[config.mk]
export PLATFORM = sky130hd
export DESIGN_NAME = q15_float_stream
export DESIGN_NICKNAME = d
export VERILOG_FILES = /design/src/fixed_float_pkg.sv /design/src/leading_one_encoder.sv /design/src/q15_float_stream.sv /design/src/q15_to_float.sv /design/src/sample_capture.sv /design/src/sample_fifo.sv
export SDC_FILE = /design/constraint.sdc
export NUM_CORES = 1
export LEC_CHECK = 0
export BUFFER_PORTS_ARGS = -buffer_cell sky130_fd_sc_hd__clkbuf_2
export CORE_UTILIZATION = 50
export DETAILED_ROUTE_END_ITERATION = 7
export HOLD_SLACK_MARGIN = 0.08
export PLACE_DENSITY = 0.77
export RECOVER_POWER = 100
export SETUP_SLACK_MARGIN = 0.4
export SLEW_MARGIN = 25
export SYNTH_ARGS = -nofsm -noshare
export SYNTH_HDL_FRONTEND = slang
export SYNTH_SLANG_ARGS = --single-unit
[constraint.sdc]
create_clock -name clk -period 10.45 [get_ports clk]
set_input_delay 0.5225 -clock clk [delete_from_list [all_inputs] [get_ports clk]]
set_output_delay 0.5225 -clock clk [all_outputs]
set_load 0.02 [all_outputs]
[src/fixed_float_pkg.sv]
// widths and constants of the q15 to float stream
// sample, float word and result types
`default_nettype none

package fixed_float_pkg;

  // q15 sample format
  localparam int QWIDTH = 16;
  localparam int RADIX  = 15;

  // ieee-754 single precision
  localparam int MBITS = 23;
  localparam int EBITS = 8;
  localparam int FBITS = 32;
  localparam int BIAS  = 127;

  // bit position within a sample from 0 to 15
  localparam int LZ_WIDTH = 4;

  // sequence tag carried from capture to result
  localparam int SEQ_WIDTH = 4;

  // sample buffer
  localparam int FIFO_DEPTH = 8;
  localparam int FIFO_AW    = 3;

  // saturating count of dropped strobes
  localparam int DROP_WIDTH = 8;

  typedef struct packed {
    logic signed [QWIDTH-1:0] data;
    logic [SEQ_WIDTH-1:0]     seq;
  } q15_sample_t;

  typedef struct packed {
    logic             sign;
    logic [EBITS-1:0] exponent;
    logic [MBITS-1:0] mantissa;
  } float_fields_t;

  // one float built from its fields or handled as a plain word
  typedef union packed {
    logic [FBITS-1:0] raw;
    float_fields_t    fields;
  } float_word_u;

  typedef struct packed {
    float_word_u          word;
    logic [SEQ_WIDTH-1:0] seq;
  } float_out_t;

endpackage

`default_nettype wire

[src/leading_one_encoder.sv]
// priority encoder for the most significant set bit
// of a sample magnitude
`timescale 1ns/10ps
`default_nettype none

module leading_one_encoder
  import fixed_float_pkg::*;
(
  input  logic [QWIDTH-1:0]   magnitude,
  output logic [LZ_WIDTH-1:0] position
);

  // scan upwards so the highest set bit wins
  // a zero input leaves position at 0
  always_comb begin
    position = '0;
    for (int i = 0; i < QWIDTH; i++) begin
      if (magnitude[i]) begin
        position = LZ_WIDTH'(i);
      end
    end
  end

endmodule

`default_nettype wire

[src/q15_float_stream.sv]
// top level of the q15 to float stream
// capture stage, sample fifo and float converter
`timescale 1ns/10ps
`default_nettype none

module q15_float_stream
  import fixed_float_pkg::*;
(
  input  logic                  clk,
  input  logic                  arst_n,
  input  logic [QWIDTH-1:0]     sample_in,
  input  logic                  sample_stb,
  input  logic                  hold,
  output float_out_t            result,
  output logic                  result_stb,
  output logic [DROP_WIDTH-1:0] drop_count
);

  q15_sample_t wr_sample;
  q15_sample_t head;
  logic        push;
  logic        pop;
  logic        full;
  logic        empty;

  sample_capture i_capture (
    .clk        (clk),
    .arst_n     (arst_n),
    .sample_in  (sample_in),
    .sample_stb (sample_stb),
    .full       (full),
    .wr_sample  (wr_sample),
    .push       (push),
    .drop_count (drop_count)
  );

  sample_fifo i_fifo (
    .clk       (clk),
    .arst_n    (arst_n),
    .wr_sample (wr_sample),
    .push      (push),
    .pop       (pop),
    .head      (head),
    .full      (full),
    .empty     (empty)
  );

  q15_to_float i_convert (
    .clk        (clk),
    .arst_n     (arst_n),
    .head       (head),
    .empty      (empty),
    .hold       (hold),
    .pop        (pop),
    .result     (result),
    .result_stb (result_stb)
  );

endmodule

`default_nettype wire

[src/q15_to_float.sv]
// output stage of the stream
// pops samples and converts q15 to single precision with a result strobe
`timescale 1ns/10ps
`default_nettype none

module q15_to_float
  import fixed_float_pkg::*;
(
  input  logic        clk,
  input  logic        arst_n,
  input  q15_sample_t head,
  input  logic        empty,
  input  logic        hold,
  output logic        pop,
  output float_out_t  result,
  output logic        result_stb
);

  logic                is_neg;
  logic                is_zero;
  logic [QWIDTH-1:0]   magnitude;
  logic [QWIDTH-1:0]   aligned;
  logic [LZ_WIDTH-1:0] position;
  logic [EBITS-1:0]    exponent;
  logic [MBITS-1:0]    mantissa;
  float_word_u         word_d;

  // take a sample whenever one waits and downstream is not holding
  assign pop = !empty && !hold;

  assign is_neg  = head.data[QWIDTH-1];
  assign is_zero = (head.data == '0);

  // two's complement absolute value where 0x8000 stays 0x8000
  assign magnitude = is_neg ? (~head.data + 1'b1) : head.data;

  leading_one_encoder i_lead_one (
    .magnitude (magnitude),
    .position  (position)
  );

  // move the leading one to the msb and drop it as the hidden bit
  assign aligned  = magnitude << (LZ_WIDTH'(QWIDTH - 1) - position);
  assign mantissa = {aligned[QWIDTH-2:0], {(MBITS - QWIDTH + 1){1'b0}}};

  // unbiased exponent is position minus the fraction bits
  assign exponent = EBITS'(BIAS) + EBITS'(position) - EBITS'(RADIX);

  always_comb begin
    if (is_zero) begin
      word_d.raw = '0;
    end else begin
      word_d.fields.sign     = is_neg;
      word_d.fields.exponent = exponent;
      word_d.fields.mantissa = mantissa;
    end
  end

  // result payload loads only on a pop
  always_ff @(posedge clk) begin
    if (pop) begin
      result.word <= word_d;
      result.seq  <= head.seq;
    end
  end

  // one strobe in the cycle after each pop
  always_ff @(posedge clk or negedge arst_n) begin
    if (!arst_n) begin
      result_stb <= 1'b0;
    end else begin
      result_stb <= pop;
    end
  end

endmodule

`default_nettype wire

[src/sample_capture.sv]
// input stage of the stream
// registers strobed samples, tags them and counts drops on a full buffer
`timescale 1ns/10ps
`default_nettype none

module sample_capture
  import fixed_float_pkg::*;
(
  input  logic              clk,
  input  logic              arst_n,
  input  logic [QWIDTH-1:0] sample_in,
  input  logic              sample_stb,
  input  logic              full,
  output q15_sample_t       wr_sample,
  output logic              push,
  output logic [DROP_WIDTH-1:0] drop_count
);

  logic                 stb_q;
  logic [QWIDTH-1:0]    data_q;
  logic [SEQ_WIDTH-1:0] seq_q;
  logic                 drop;

  // input register where data loads only on a strobe
  always_ff @(posedge clk or negedge arst_n) begin
    if (!arst_n) begin
      stb_q <= 1'b0;
    end else begin
      stb_q <= sample_stb;
    end
  end

  always_ff @(posedge clk) begin
    if (sample_stb) begin
      data_q <= sample_in;
    end
  end

  // the full level is checked in the same cycle the write happens
  assign push = stb_q && !full;
  assign drop = stb_q && full;

  assign wr_sample.data = data_q;
  assign wr_sample.seq  = seq_q;

  // tag only advances on accepted samples so results stay gap free
  always_ff @(posedge clk or negedge arst_n) begin
    if (!arst_n) begin
      seq_q <= '0;
    end else if (push) begin
      seq_q <= seq_q + 1'b1;
    end
  end

  // saturating drop counter
  always_ff @(posedge clk or negedge arst_n) begin
    if (!arst_n) begin
      drop_count <= '0;
    end else if (drop && (drop_count != '1)) begin
      drop_count <= drop_count + 1'b1;
    end
  end

endmodule

`default_nettype wire

[src/sample_fifo.sv]
// show-ahead fifo of tagged samples
// circular buffer with occupancy count, full and empty levels
`timescale 1ns/10ps
`default_nettype none

module sample_fifo
  import fixed_float_pkg::*;
(
  input  logic        clk,
  input  logic        arst_n,
  input  q15_sample_t wr_sample,
  input  logic        push,
  input  logic        pop,
  output q15_sample_t head,
  output logic        full,
  output logic        empty
);

  q15_sample_t        mem [FIFO_DEPTH];
  logic [FIFO_AW-1:0] wr_ptr;
  logic [FIFO_AW-1:0] rd_ptr;
  logic [FIFO_AW:0]   count;
  logic               wr_en;
  logic               rd_en;

  // ignore requests that would overflow or underflow
  assign wr_en = push && !full;
  assign rd_en = pop && !empty;

  assign full  = (count == (FIFO_AW + 1)'(FIFO_DEPTH));
  assign empty = (count == '0);

  // head shows the oldest entry without a read cycle
  assign head = mem[rd_ptr];

  // sample storage
  always_ff @(posedge clk) begin
    if (wr_en) begin
      mem[wr_ptr] <= wr_sample;
    end
  end

  // pointers wrap naturally at the power-of-two depth
  always_ff @(posedge clk or negedge arst_n) begin
    if (!arst_n) begin
      wr_ptr <= '0;
    end else if (wr_en) begin
      wr_ptr <= wr_ptr + 1'b1;
    end
  end

  always_ff @(posedge clk or negedge arst_n) begin
    if (!arst_n) begin
      rd_ptr <= '0;
    end else if (rd_en) begin
      rd_ptr <= rd_ptr + 1'b1;
    end
  end

  // occupancy count that push and pop together leave unchanged
  always_ff @(posedge clk or negedge arst_n) begin
    if (!arst_n) begin
      count <= '0;
    end else begin
      case ({wr_en, rd_en})
        2'b10: begin
          count <= count + 1'b1;
        end
        2'b01: begin
          count <= count - 1'b1;
        end
        default: begin
          count <= count;
        end
      endcase
    end
  end

endmodule

`default_nettype wire

==> flow_summary_export.csv, run 1 <==
group,metric,value,unit
outcome,status,"finished, violations left",
outcome,violations,"max-capacitance violations, max-slew violations",
global_routing,antenna_found_initial,0,
setup_path,cp_top_family,"simple AND/OR/NAND/NOR gates",
synth,yosysWarningCount,0,
sta,min_period,7.17,ns
synth,yosys-top-cells-area,"edfxtp_1 (60%), mux4_2 (6.9%), dfrtp_1 (5.9%), mux2i_1 (4.5%), xnor2_1 (1.6%)",
setup_path,arrival,7.50,ns
setup_path,cpMostUsedCell,"nand2_1",
drt,route.detailed.drc,0,
sta,hold_viol,0,
synth,synth_top_area_share,59.7,%
sta,rsz0062_at_grt,"no",
setup_path,critPathMaxStageDelay,1.99,ns
clock_network,h-tree-depth,1,
worst_hold_path,hp-start,"sample_in[1]",
clock_network,post_cts_resized,0,
setup_path,reg2reg_to,"i_convert.result[25]",
layout,nNetsFinal,743,
floorplan,row_count,51,
synth,ys_ff_latch,225,
clock_network,numCtsBuffers,23,
synth,synthTopCellsByCount,"edfxtp_1 (201), mux2i_1 (45), nand2_1 (42), nor2_1 (33), mux4_2 (31)",
sta,tightest_slew,2.73,ns
synth,synth_cell_types,78,
clock_network,root_buffer,"clkbuf_16",
sta,slew_headroom,-82.2,%
setup_path,r2r_setup_slack,3.28,ns
synth,ys.flop_type,"edfxtp_1",
clock_network,clk_pin_slew_worst_paths,0.06,ns
setup_path,path_buf_inv,1,
clock_network,cts_tree,"yes",
setup_path,critPathMaxFanout,38,
worst_hold_path,min_to,"i_capture.data_q[1]",
sta,fin_skew,0.0186,ns
clock_network,postCtsSetupRepairBufs,0,
synth,syn-instance-count,643,
synth,async_reset_ff_share,10.7,%
place,dpl_cell_area,10700,um2
synth,synthesis.area,10100,um2
sta,setup_ws,3.28,ns
drt,vias_per_cell,5.76,
floorplan,die_h,144,um
floorplan,dieArea,20800,um2
drt,postRouteWirelength,19.6,mm
place,gp_congestion,0.903,
sta,drv_slew,165,
clock_network,clock-sinks,225,
clock_network,clock_path_buffers,3,
drt,wire_per_inst,19.7,um
setup_path,start_kind,"flip-flop",
layout,synthToLayoutAreaGrowth,11.3,%
floorplan,placeableCoreArea,19700,um2
floorplan,io_pins,65,
setup_path,cpMaxStageDelayCell,"clkbuf_1",
drt,dr.pass1.iters,5,
setup_path,worstReg2RegStart,"i_fifo.rd_ptr[0]",
global_routing,grt_pass1_vias,5703,
floorplan,initial_core_util,51.4,%
drt,drt_iter0_drc,445,
layout,drive_above_1_share,15.6,%
synth,synth.yosys.seq_area_share,65.7,%
place,place.port_buffers,55,
drt,vias,5737,
layout,fin_area,11200,um2
global_routing,grtUsageTotal,19.5,%
setup_path,cp_cell_sequence,"clkbuf_1, nor2_1, o211a_1, nor4b_1, nand4_2, nand2_1, and3b_1, o311ai_1, o31ai_4, mux2i_1, nand2_1, a32o_1, a311oi_1",
worst_hold_path,holdPathStages,1,
setup_path,endpoint_kind,"flip-flop",
sta,period_share,68.6,%
global_routing,grt_pass1_wl,30.3,mm
place,dp_slack,5.21,ns
synth,yosysMostFrequentCell,"edfxtp_1",
sta,setup_viol,0,
synth,avgSynthCellArea,15.7,um2
global_routing,overflow,0,
clock_network,hold_buffers,1,
setup_path,path_class,"flip-flop to flip-flop",
setup_path,reg2reg_depth,13,
setup_path,crit_required,10.78,ns
drt,drtAntennaViolNets,0,
clock_network,clock_latency,0.52,ns
job,drv_cap,7,
worst_hold_path,hold_path.class,"input pin to flip-flop",
synth,yosysTopAreaCell,"edfxtp_1",
sta,fin_tns_setup,0,ns
global_routing,grt_start_max_net_pins,60,
layout,n_antenna_cell,0,
floorplan,die_x,144,um
setup_path,crit_start,"i_fifo.rd_ptr[0]",
synth,synth-edff-count,201,
sta,max_freq,139,MHz
place,dp_hpwl,12.5,mm
final cells by class:
type                            count  area (um2)
Fill cell                        1546        8410
Sequential cell                   225        6640
Multi-Input combinational cell    381        3210
Clock buffer                       25         583
Tap cell                          265         332
Timing Repair Buffer               69         294
Clock inverter                     17         134
Inverter                           14        52.6
sequential cells by signal (all words and copies together) (netlist names):
name and cells:
i_capture.data_q 16, i_capture.drop_count 8, i_capture.seq_q 4, i_capture.stb_q 1, i_convert.result 25, i_convert.result_stb 1
i_fifo.count 4, i_fifo.mem 160, i_fifo.rd_ptr 3, i_fifo.wr_ptr 3
worst reg2reg max path, stage by stage, from the launching register on:
cell	delay (ns)
dfrtp_1	0.51
clkbuf_1	1.99
nor2_1	0.59
o211a_1	0.37
nor4b_1	0.87
nand4_2	0.34
nand2_1	0.16
and3b_1	0.28
o311ai_1	0.19
o31ai_4	0.64
mux2i_1	0.31
nand2_1	0.14
a32o_1	0.31
a311oi_1	0.28
through the flow:
step	hold slack (ns)	cells	util [%]
after floorplan	0.227	652	-
after global placement	0.484	952	54.2
after detailed placement	0.501	952	54.2
after CTS	0.156	995	57.9
after global routing	0.156	996	57.2
final	0.173	996	57.2
how the worst max path moves through the flow:
stage	to	slack, ns	cells after the start
3_5_place_dp	i_convert.result[25]	5.21	15
5_1_grt	i_convert.result[25]	2.54	13
3_3_place_gp	i_convert.result[25]	5.46	15
4_1_cts	i_convert.result[25]	5.19	15
6_report	i_convert.result[25]	3.28	13
2_1_floorplan	i_convert.result[20]	6.27	17
placed cells by master, fill, tap and decap left out, types with 5 or more instances in the layout:
| cell | Yosys | routed |
|---|---|---|
| dfrtp_1 | 24 | 23 |
| inv_1 | 11 | 13 |
| nand2b_1 | 8 | 8 |
| nor3_1 | 14 | 13 |
| nor2_1 | 33 | 33 |
| clkbuf_1 | 2 | 51 |
| ha_1 | 8 | 8 |
| mux2_2 | 13 | 11 |
| o22ai_1 | 8 | 8 |
| a22oi_1 | 6 | 6 |
| conb_1 | 1 | 10 |
| mux2i_1 | 45 | 45 |
| clkbuf_2 | 0 | 17 |
| and2_1 | 6 | 5 |
| nand2_1 | 42 | 42 |
| clkbuf_16 | 0 | 23 |
| a31oi_1 | 7 | 7 |
| nand4_1 | 8 | 8 |
| xor2_1 | 10 | 10 |
| and3_1 | 5 | 5 |
| clkinv_2 | 0 | 7 |
| a21oi_1 | 13 | 13 |
| nor2b_1 | 5 | 5 |
| o21ai_0 | 8 | 8 |
| xnor2_1 | 19 | 19 |
| nand3_1 | 15 | 15 |
| mux4_2 | 31 | 31 |
| edfxtp_1 | 201 | 201 |
per-layer routing:
layer | share of wire [%] | up-vias | wire length [um] | global-route usage [%]
li1 | - | 2656 | - | -
met1 | 41 | 2809 | 8050 | 25.0
met2 | 49 | 232 | 9630 | 33.4
met3 | 7.4 | 40 | 1450 | 3.64
met4 | 2.3 | 0 | 450 | 6.70
met5 | 0 | - | 0 | 0
kinds of logic after synthesis:
family                     share of synthesized area, %
AOI/OAI and AO/OA                                  6.63
xor gates and xnor gates                           2.51
adders and majority gates                          1.19
buffers and inverters                              2.72
DFF                                                65.7
muxes                                              13.5
other                                            0.0371
and+or+nand+nor                                    7.68
Power of run 1 is left out: the tool's default activity adds up to more than one toggle a clock period on the data nets, which glitch-free logic cannot reach.
==> inputs of run 2 (changes only) <==
Clock period 10.45 ns to 7.4 ns, I/O delays scaled along.
==> run 2 against run 1 <==
  * The run still ends with max-capacitance violations, max-slew violations left
  * Clock skew down 0.0016 ns
  * Global-route usage up 0.26 points
  * Cell count up 1.5%
  * First-iteration DRC count up 1.6%
  * Wire length down 0.44%
  * Die area unchanged
  * Worst setup slack worse by 1.8 ns
  * Fmax up 21%
  * Critical path depth up 1
  * Critical path type unchanged
==> flow_summary_export.csv, run 2 (same netlist as run 1, synthesis figures left out) <==
group,metric,value,unit
setup_path,r2r_setup_slack,1.47,ns
drt,postRouteWirelength,19.5,mm
clock_network,postCtsSetupRepairBufs,0,
layout,nNetsFinal,758,
setup_path,cp-endpoint,"i_convert.result[25]",
global_routing,grtUsageTotal,19.8,%
layout,final_common_cell,"edfxtp_1",
sta,whs,0.499,ns
floorplan,placeableCoreArea,19700,um2
global_routing,overflow,0,
setup_path,path_class,"flip-flop to flip-flop",
sta,hold_viol,0,
setup_path,critPathMaxFanout,29,
setup_path,crit_required,7.72,ns
floorplan,dieArea,20800,um2
setup_path,start_kind,"flip-flop",
clock_network,clock_latency,0.52,ns
layout,synthToLayoutAreaGrowth,12.8,%
sta,drv_slew,156,
setup_path,reg2reg_to,"i_convert.result[25]",
layout,layout_common_cells,"edfxtp_1 (201), clkbuf_1 (53), mux2i_1 (46)",
sta,period_share,80.1,%
floorplan,initial_core_util,51.4,%
drt,drtAntennaViolNets,0,
clock_network,clock-sinks,225,
clock_network,post_cts_resized,0,
sta,fin_skew,0.0170,ns
setup_path,arrival,6.25,ns
clock_network,clk_pin_slew_worst_paths,0.06,ns
drt,vias_per_cell,5.74,
global_routing,grt_pass1_vias,5848,
clock_network,cts_tree,"yes",
global_routing,grt_pass1_wl,31.0,mm
layout,final_util,58.0,%
layout,drive_above_1_share,15.3,%
drt,wire_per_inst,19.3,um
global_routing,grt_start_max_net_pins,34,
place,gp_congestion,0.928,
clock_network,clock_path_buffers,3,
setup_path,crit_start,"i_fifo.rd_ptr[0]",
job,drv_cap,7,
layout,largest_reg_flops,160,
clock_network,h-tree-depth,1,
sta,slew_headroom,-83.9,%
setup_path,endpoint_kind,"flip-flop",
floorplan,io_pins,65,
layout,regMostFlops,"i_fifo.mem",
sta,setup_ws,1.47,ns
sta,setup_viol,0,
layout,reg_top3,"i_fifo.mem x160, i_convert.result x25, i_capture.data_q x16",
drt,dr.pass1.iters,5,
clock_network,root_buffer,"clkbuf_16",
sta,rsz0062_at_grt,"no",
drt,vias,5799,
worst_hold_path,hold_path.class,"flip-flop to flip-flop",
setup_path,reg2reg_depth,14,
place,place.port_buffers,55,
place,dp_slack,2.07,ns
sta,tightest_slew,2.76,ns
sta,max_freq,169,MHz
outcome,status,"finished, violations left",
floorplan,row_count,51,
clock_network,numCtsBuffers,23,
drt,drt_iter0_drc,452,
place,dp_hpwl,12.7,mm
outcome,violations,"max-capacitance violations, max-slew violations",
sta,min_period,5.93,ns
drt,route.detailed.drc,0,
layout,n_antenna_cell,0,
global_routing,antenna_found_initial,0,
sta,fin_tns_setup,0,ns
setup_path,worstReg2RegStart,"i_fifo.rd_ptr[0]",
layout,nFillCells,1547,
floorplan,die_h,144,um
floorplan,die_x,144,um
[run 2: changes by cell type in the layout (fill, tap and decap cells not counted), sizes merged]
cell / before / now
inv: 18 / 15
bufinv: 1 / 0
dlygate4sd3: 1 / 17
clkbuf: 91 / 94
clkinv: 11 / 10
buf: 2 / 3
[run 2: through the flow]
step,cells,cell area [um2]
floorplan,652,10100
global placement,952,10700
detailed placement,952,10700
CTS,1011,11500
global route,1011,11400
finish,1011,11400
[run 2: worst min-delay path by stage]
stage | start | end | slack [ns] | cells past startpoint
after global routing | i_capture.drop_count[5] | i_capture.drop_count[5] | 0.53 | 1
final | i_capture.drop_count[5] | i_capture.drop_count[5] | 0.50 | 1
after detailed placement | arst_n | i_capture.seq_q[3] | 0.41 | 1
after global placement | arst_n | i_capture.seq_q[3] | 0.39 | 1
after CTS | hold | i_convert.result_stb | 0.18 | 2
after floorplan | arst_n | i_capture.drop_count[0] | 0.07 | 0
[run 2: area by class of cell]
| class | count | area [um2] | share of cell area (%) |
|---|---|---|---|
| Clock buffer | 30 | 612 | 5.37 |
| Clock inverter | 12 | 81.3 | 0.714 |
| Inverter | 14 | 52.6 | 0.461 |
| Multi-Input combinational cell | 381 | 3230 | 28.3 |
| Sequential cell | 225 | 6640 | 58.3 |
| Tap cell | 265 | 332 | 2.91 |
| Timing Repair Buffer | 84 | 454 | 3.99 |
[run 2: what timing repair did]
item,in CTS,in global routing
hold buffers,17,0
endpoints found under the hold margin,40,0
setup endpoints to repair,0,0
[run 2: worst max-delay path: stages, from the launching register on]
cell and delay, ns:
dfrtp_1 1.30, mux4_2 0.63, mux2i_1 0.43, ha_1 0.40, inv_1 0.10, a41oi_1 0.37, and3_1 0.34, a2111oi_0 0.14
a211oi_1 0.23, a31oi_1 0.11, o31ai_4 0.66, mux2i_1 0.30, nand2_1 0.14, a32o_1 0.31, a311oi_1 0.28
[run 2: per-layer routing]
metal	vias to the layer above	part of all wire (%)	GRT usage (%)
met4	0	2.1	6.15
li1	2687	-	-
met3	32	6.0	3.01
met1	2841	43	25.9
met5	-	0	0
met2	239	49	34.0
Power of run 2 is left out for the same reason.
==> inputs of run 3 (changes only) <==
Clock period 7.4 ns to 6 ns, I/O delays scaled along.
==> run 3 against run 2 <==
  * Fmax is 11% higher
  * The flow still finishes with violations (max-capacitance violations, max-slew violations)
  * Highest routed layer unchanged
  * Critical path type unchanged
  * Non-clock buffer count grew 5
  * First-iteration DRC count shrank 17%
  * Critical endpoint unchanged
  * Via count up 2.1%
==> flow_summary_export.csv, run 3 (same netlist as run 1, synthesis figures left out) <==
group,metric,value,unit
worst_hold_path,hold_path.class,"input pin to flip-flop",
layout,nFillCells,1527,
layout,regMostFlops,"i_fifo.mem",
outcome,violations,"max-capacitance violations, max-slew violations",
clock_network,cts_tree,"yes",
setup_path,endpoint_kind,"flip-flop",
place,dp_slack,0.730,ns
drt,drtAntennaViolNets,0,
layout,drive_above_1_share,15.5,%
place,gp_congestion,0.924,
layout,multi_input_area,3220,um2
floorplan,dieArea,20800,um2
layout,largest_reg_flops,160,
clock_network,clock_path_buffers,3,
sta,period_share,89.2,%
floorplan,io_pins,65,
outcome,status,"finished, violations left",
layout,fin_cells,1018,
drt,vias,5923,
sta,setup_viol,0,
place,dp_hpwl,13.0,mm
setup_path,arrival,5.69,ns
layout,final_common_cell,"edfxtp_1",
sta,drv_slew,147,
clock_network,clock_latency,0.52,ns
layout,layout_common_cells,"edfxtp_1 (201), clkbuf_1 (53), mux2i_1 (45)",
sta,max_freq,187,MHz
drt,vias_per_cell,5.82,
setup_path,start_kind,"flip-flop",
clock_network,numCtsBuffers,24,
clock_network,root_buffer,"clkbuf_16",
layout,synthToLayoutAreaGrowth,14.1,%
global_routing,grtUsageTotal,20.0,%
global_routing,overflow,0,
floorplan,die_h,144,um
global_routing,grt_start_max_net_pins,40,
layout,nNetsFinal,764,
setup_path,critPathMaxFanout,19,
sta,fin_tns_setup,0,ns
global_routing,antenna_found_initial,0,
layout,reg_top3,"i_fifo.mem x160, i_convert.result x25, i_capture.data_q x16",
layout,fin_area,11500,um2
clock_network,clock-sinks,225,
sta,min_period,5.35,ns
clock_network,h-tree-depth,1,
floorplan,row_count,51,
place,dpl_cell_area,10700,um2
clock_network,clk_pin_slew_worst_paths,0.06,ns
floorplan,placeableCoreArea,19700,um2
place,dp_cells,955,
global_routing,grt_pass1_wl,31.5,mm
sta,hold_viol,0,
drt,wire_per_inst,19.8,um
drt,dr.pass1.iters,5,
layout,n_antenna_cell,0,
sta,slew_headroom,-6.09,%
drt,drt_iter0_drc,377,
setup_path,crit_required,6.34,ns
floorplan,initial_core_util,51.4,%
sta,rsz0062_at_grt,"no",
floorplan,die_x,144,um
place,place.port_buffers,55,
sta,setup_ws,0.646,ns
global_routing,grt_pass1_vias,5877,
drt,route.detailed.drc,0,
sta,fin_skew,0.0173,ns
sta,tightest_slew,1.59,ns
layout,regArea,6640,um2
setup_path,path_class,"flip-flop to flip-flop",
job,drv_cap,7,
drt,postRouteWirelength,20.1,mm
==> run 3: cell count changes in the layout (fill, tap and decap cells not counted), moves of 2 or more <==
cell and delta:
buf_4 +3, bufinv_16 +3, clkinv_1 +2, clkinv_2 -3
mux2_1 +2, mux2_2 -2
==> run 3: critical path, cell delays in order, from the launching register on <==
cell      delay [ns]
dfrtp_1         0.65
clkbuf_1        0.95
nor2_1          0.41
o211a_1         0.30
nor4b_4         0.40
nand4_2         0.25
nand2_1         0.18
xnor2_1         0.20
a31oi_1         0.19
o31ai_4         0.65
mux2i_1         0.31
nand2_1         0.14
a32o_1          0.31
a311oi_1        0.24
==> run 3: stage by stage <==
step / hold WS, ns / util, %
floorplan: 0.00441 / -
global placement: 0.326 / 54.3
detailed placement: 0.333 / 54.3
CTS: 0.115 / 59.2
global route: 0.481 / 58.7
finish: 0.469 / 58.7
==> run 3: routing by layer <==
layer / part of all wire (%) / GRT usage [%] / vias to the layer above / wire [um]
met5: 0 / 0 / - / 0
met4: 2.5 / 6.98 / 0 / 495
met3: 5.9 / 3.31 / 36 / 1180
met2: 49 / 33.9 / 241 / 9880
met1: 43 / 26.3 / 2946 / 8560
li1: - / - / 2700 / -
==> run 3: path summary, 6_finish.rpt <==
| path | slack [ns] | endpoint | startpoint | depth (start not counted) |
|---|---|---|---|---|
| worst min-delay path | 0.47 | i_capture.stb_q | sample_stb | 1 |
| min in group asynchronous | 0.59 | i_fifo.rd_ptr[2] | arst_n | 2 |
| max in group asynchronous | 4.48 | i_fifo.rd_ptr[0] | arst_n | 2 |
| worst max-delay path | 0.65 | i_convert.result[25] | i_fifo.rd_ptr[2] | 13 |
| worst max register to register | 0.65 | i_convert.result[25] | i_fifo.rd_ptr[2] | 13 |
| worst min register to register | 0.50 | i_capture.drop_count[7] | i_capture.drop_count[7] | 1 |
==> run 3: cell type report <==
cell class	count	share of cell area, %
repair buffers	89	4.25
multi-input cells	381	28.0
clock inverters	15	1.45
clock buffers	29	5.37
well taps	265	2.88
inverters	14	0.456
flip-flops and latches	225	57.6
==> run 3: what timing repair did <==
| item | in CTS | in global routing |
|---|---|---|
| endpoints found under the hold margin | 40 | 1 |
| endpoints found under the setup margin | 0 | 6 |
| setup buffers | 0 | 0 |
| gates resized for setup | 0 | 1 |
| hold buffers | 17 | 1 |
Power of run 3 is left out for the same reason.
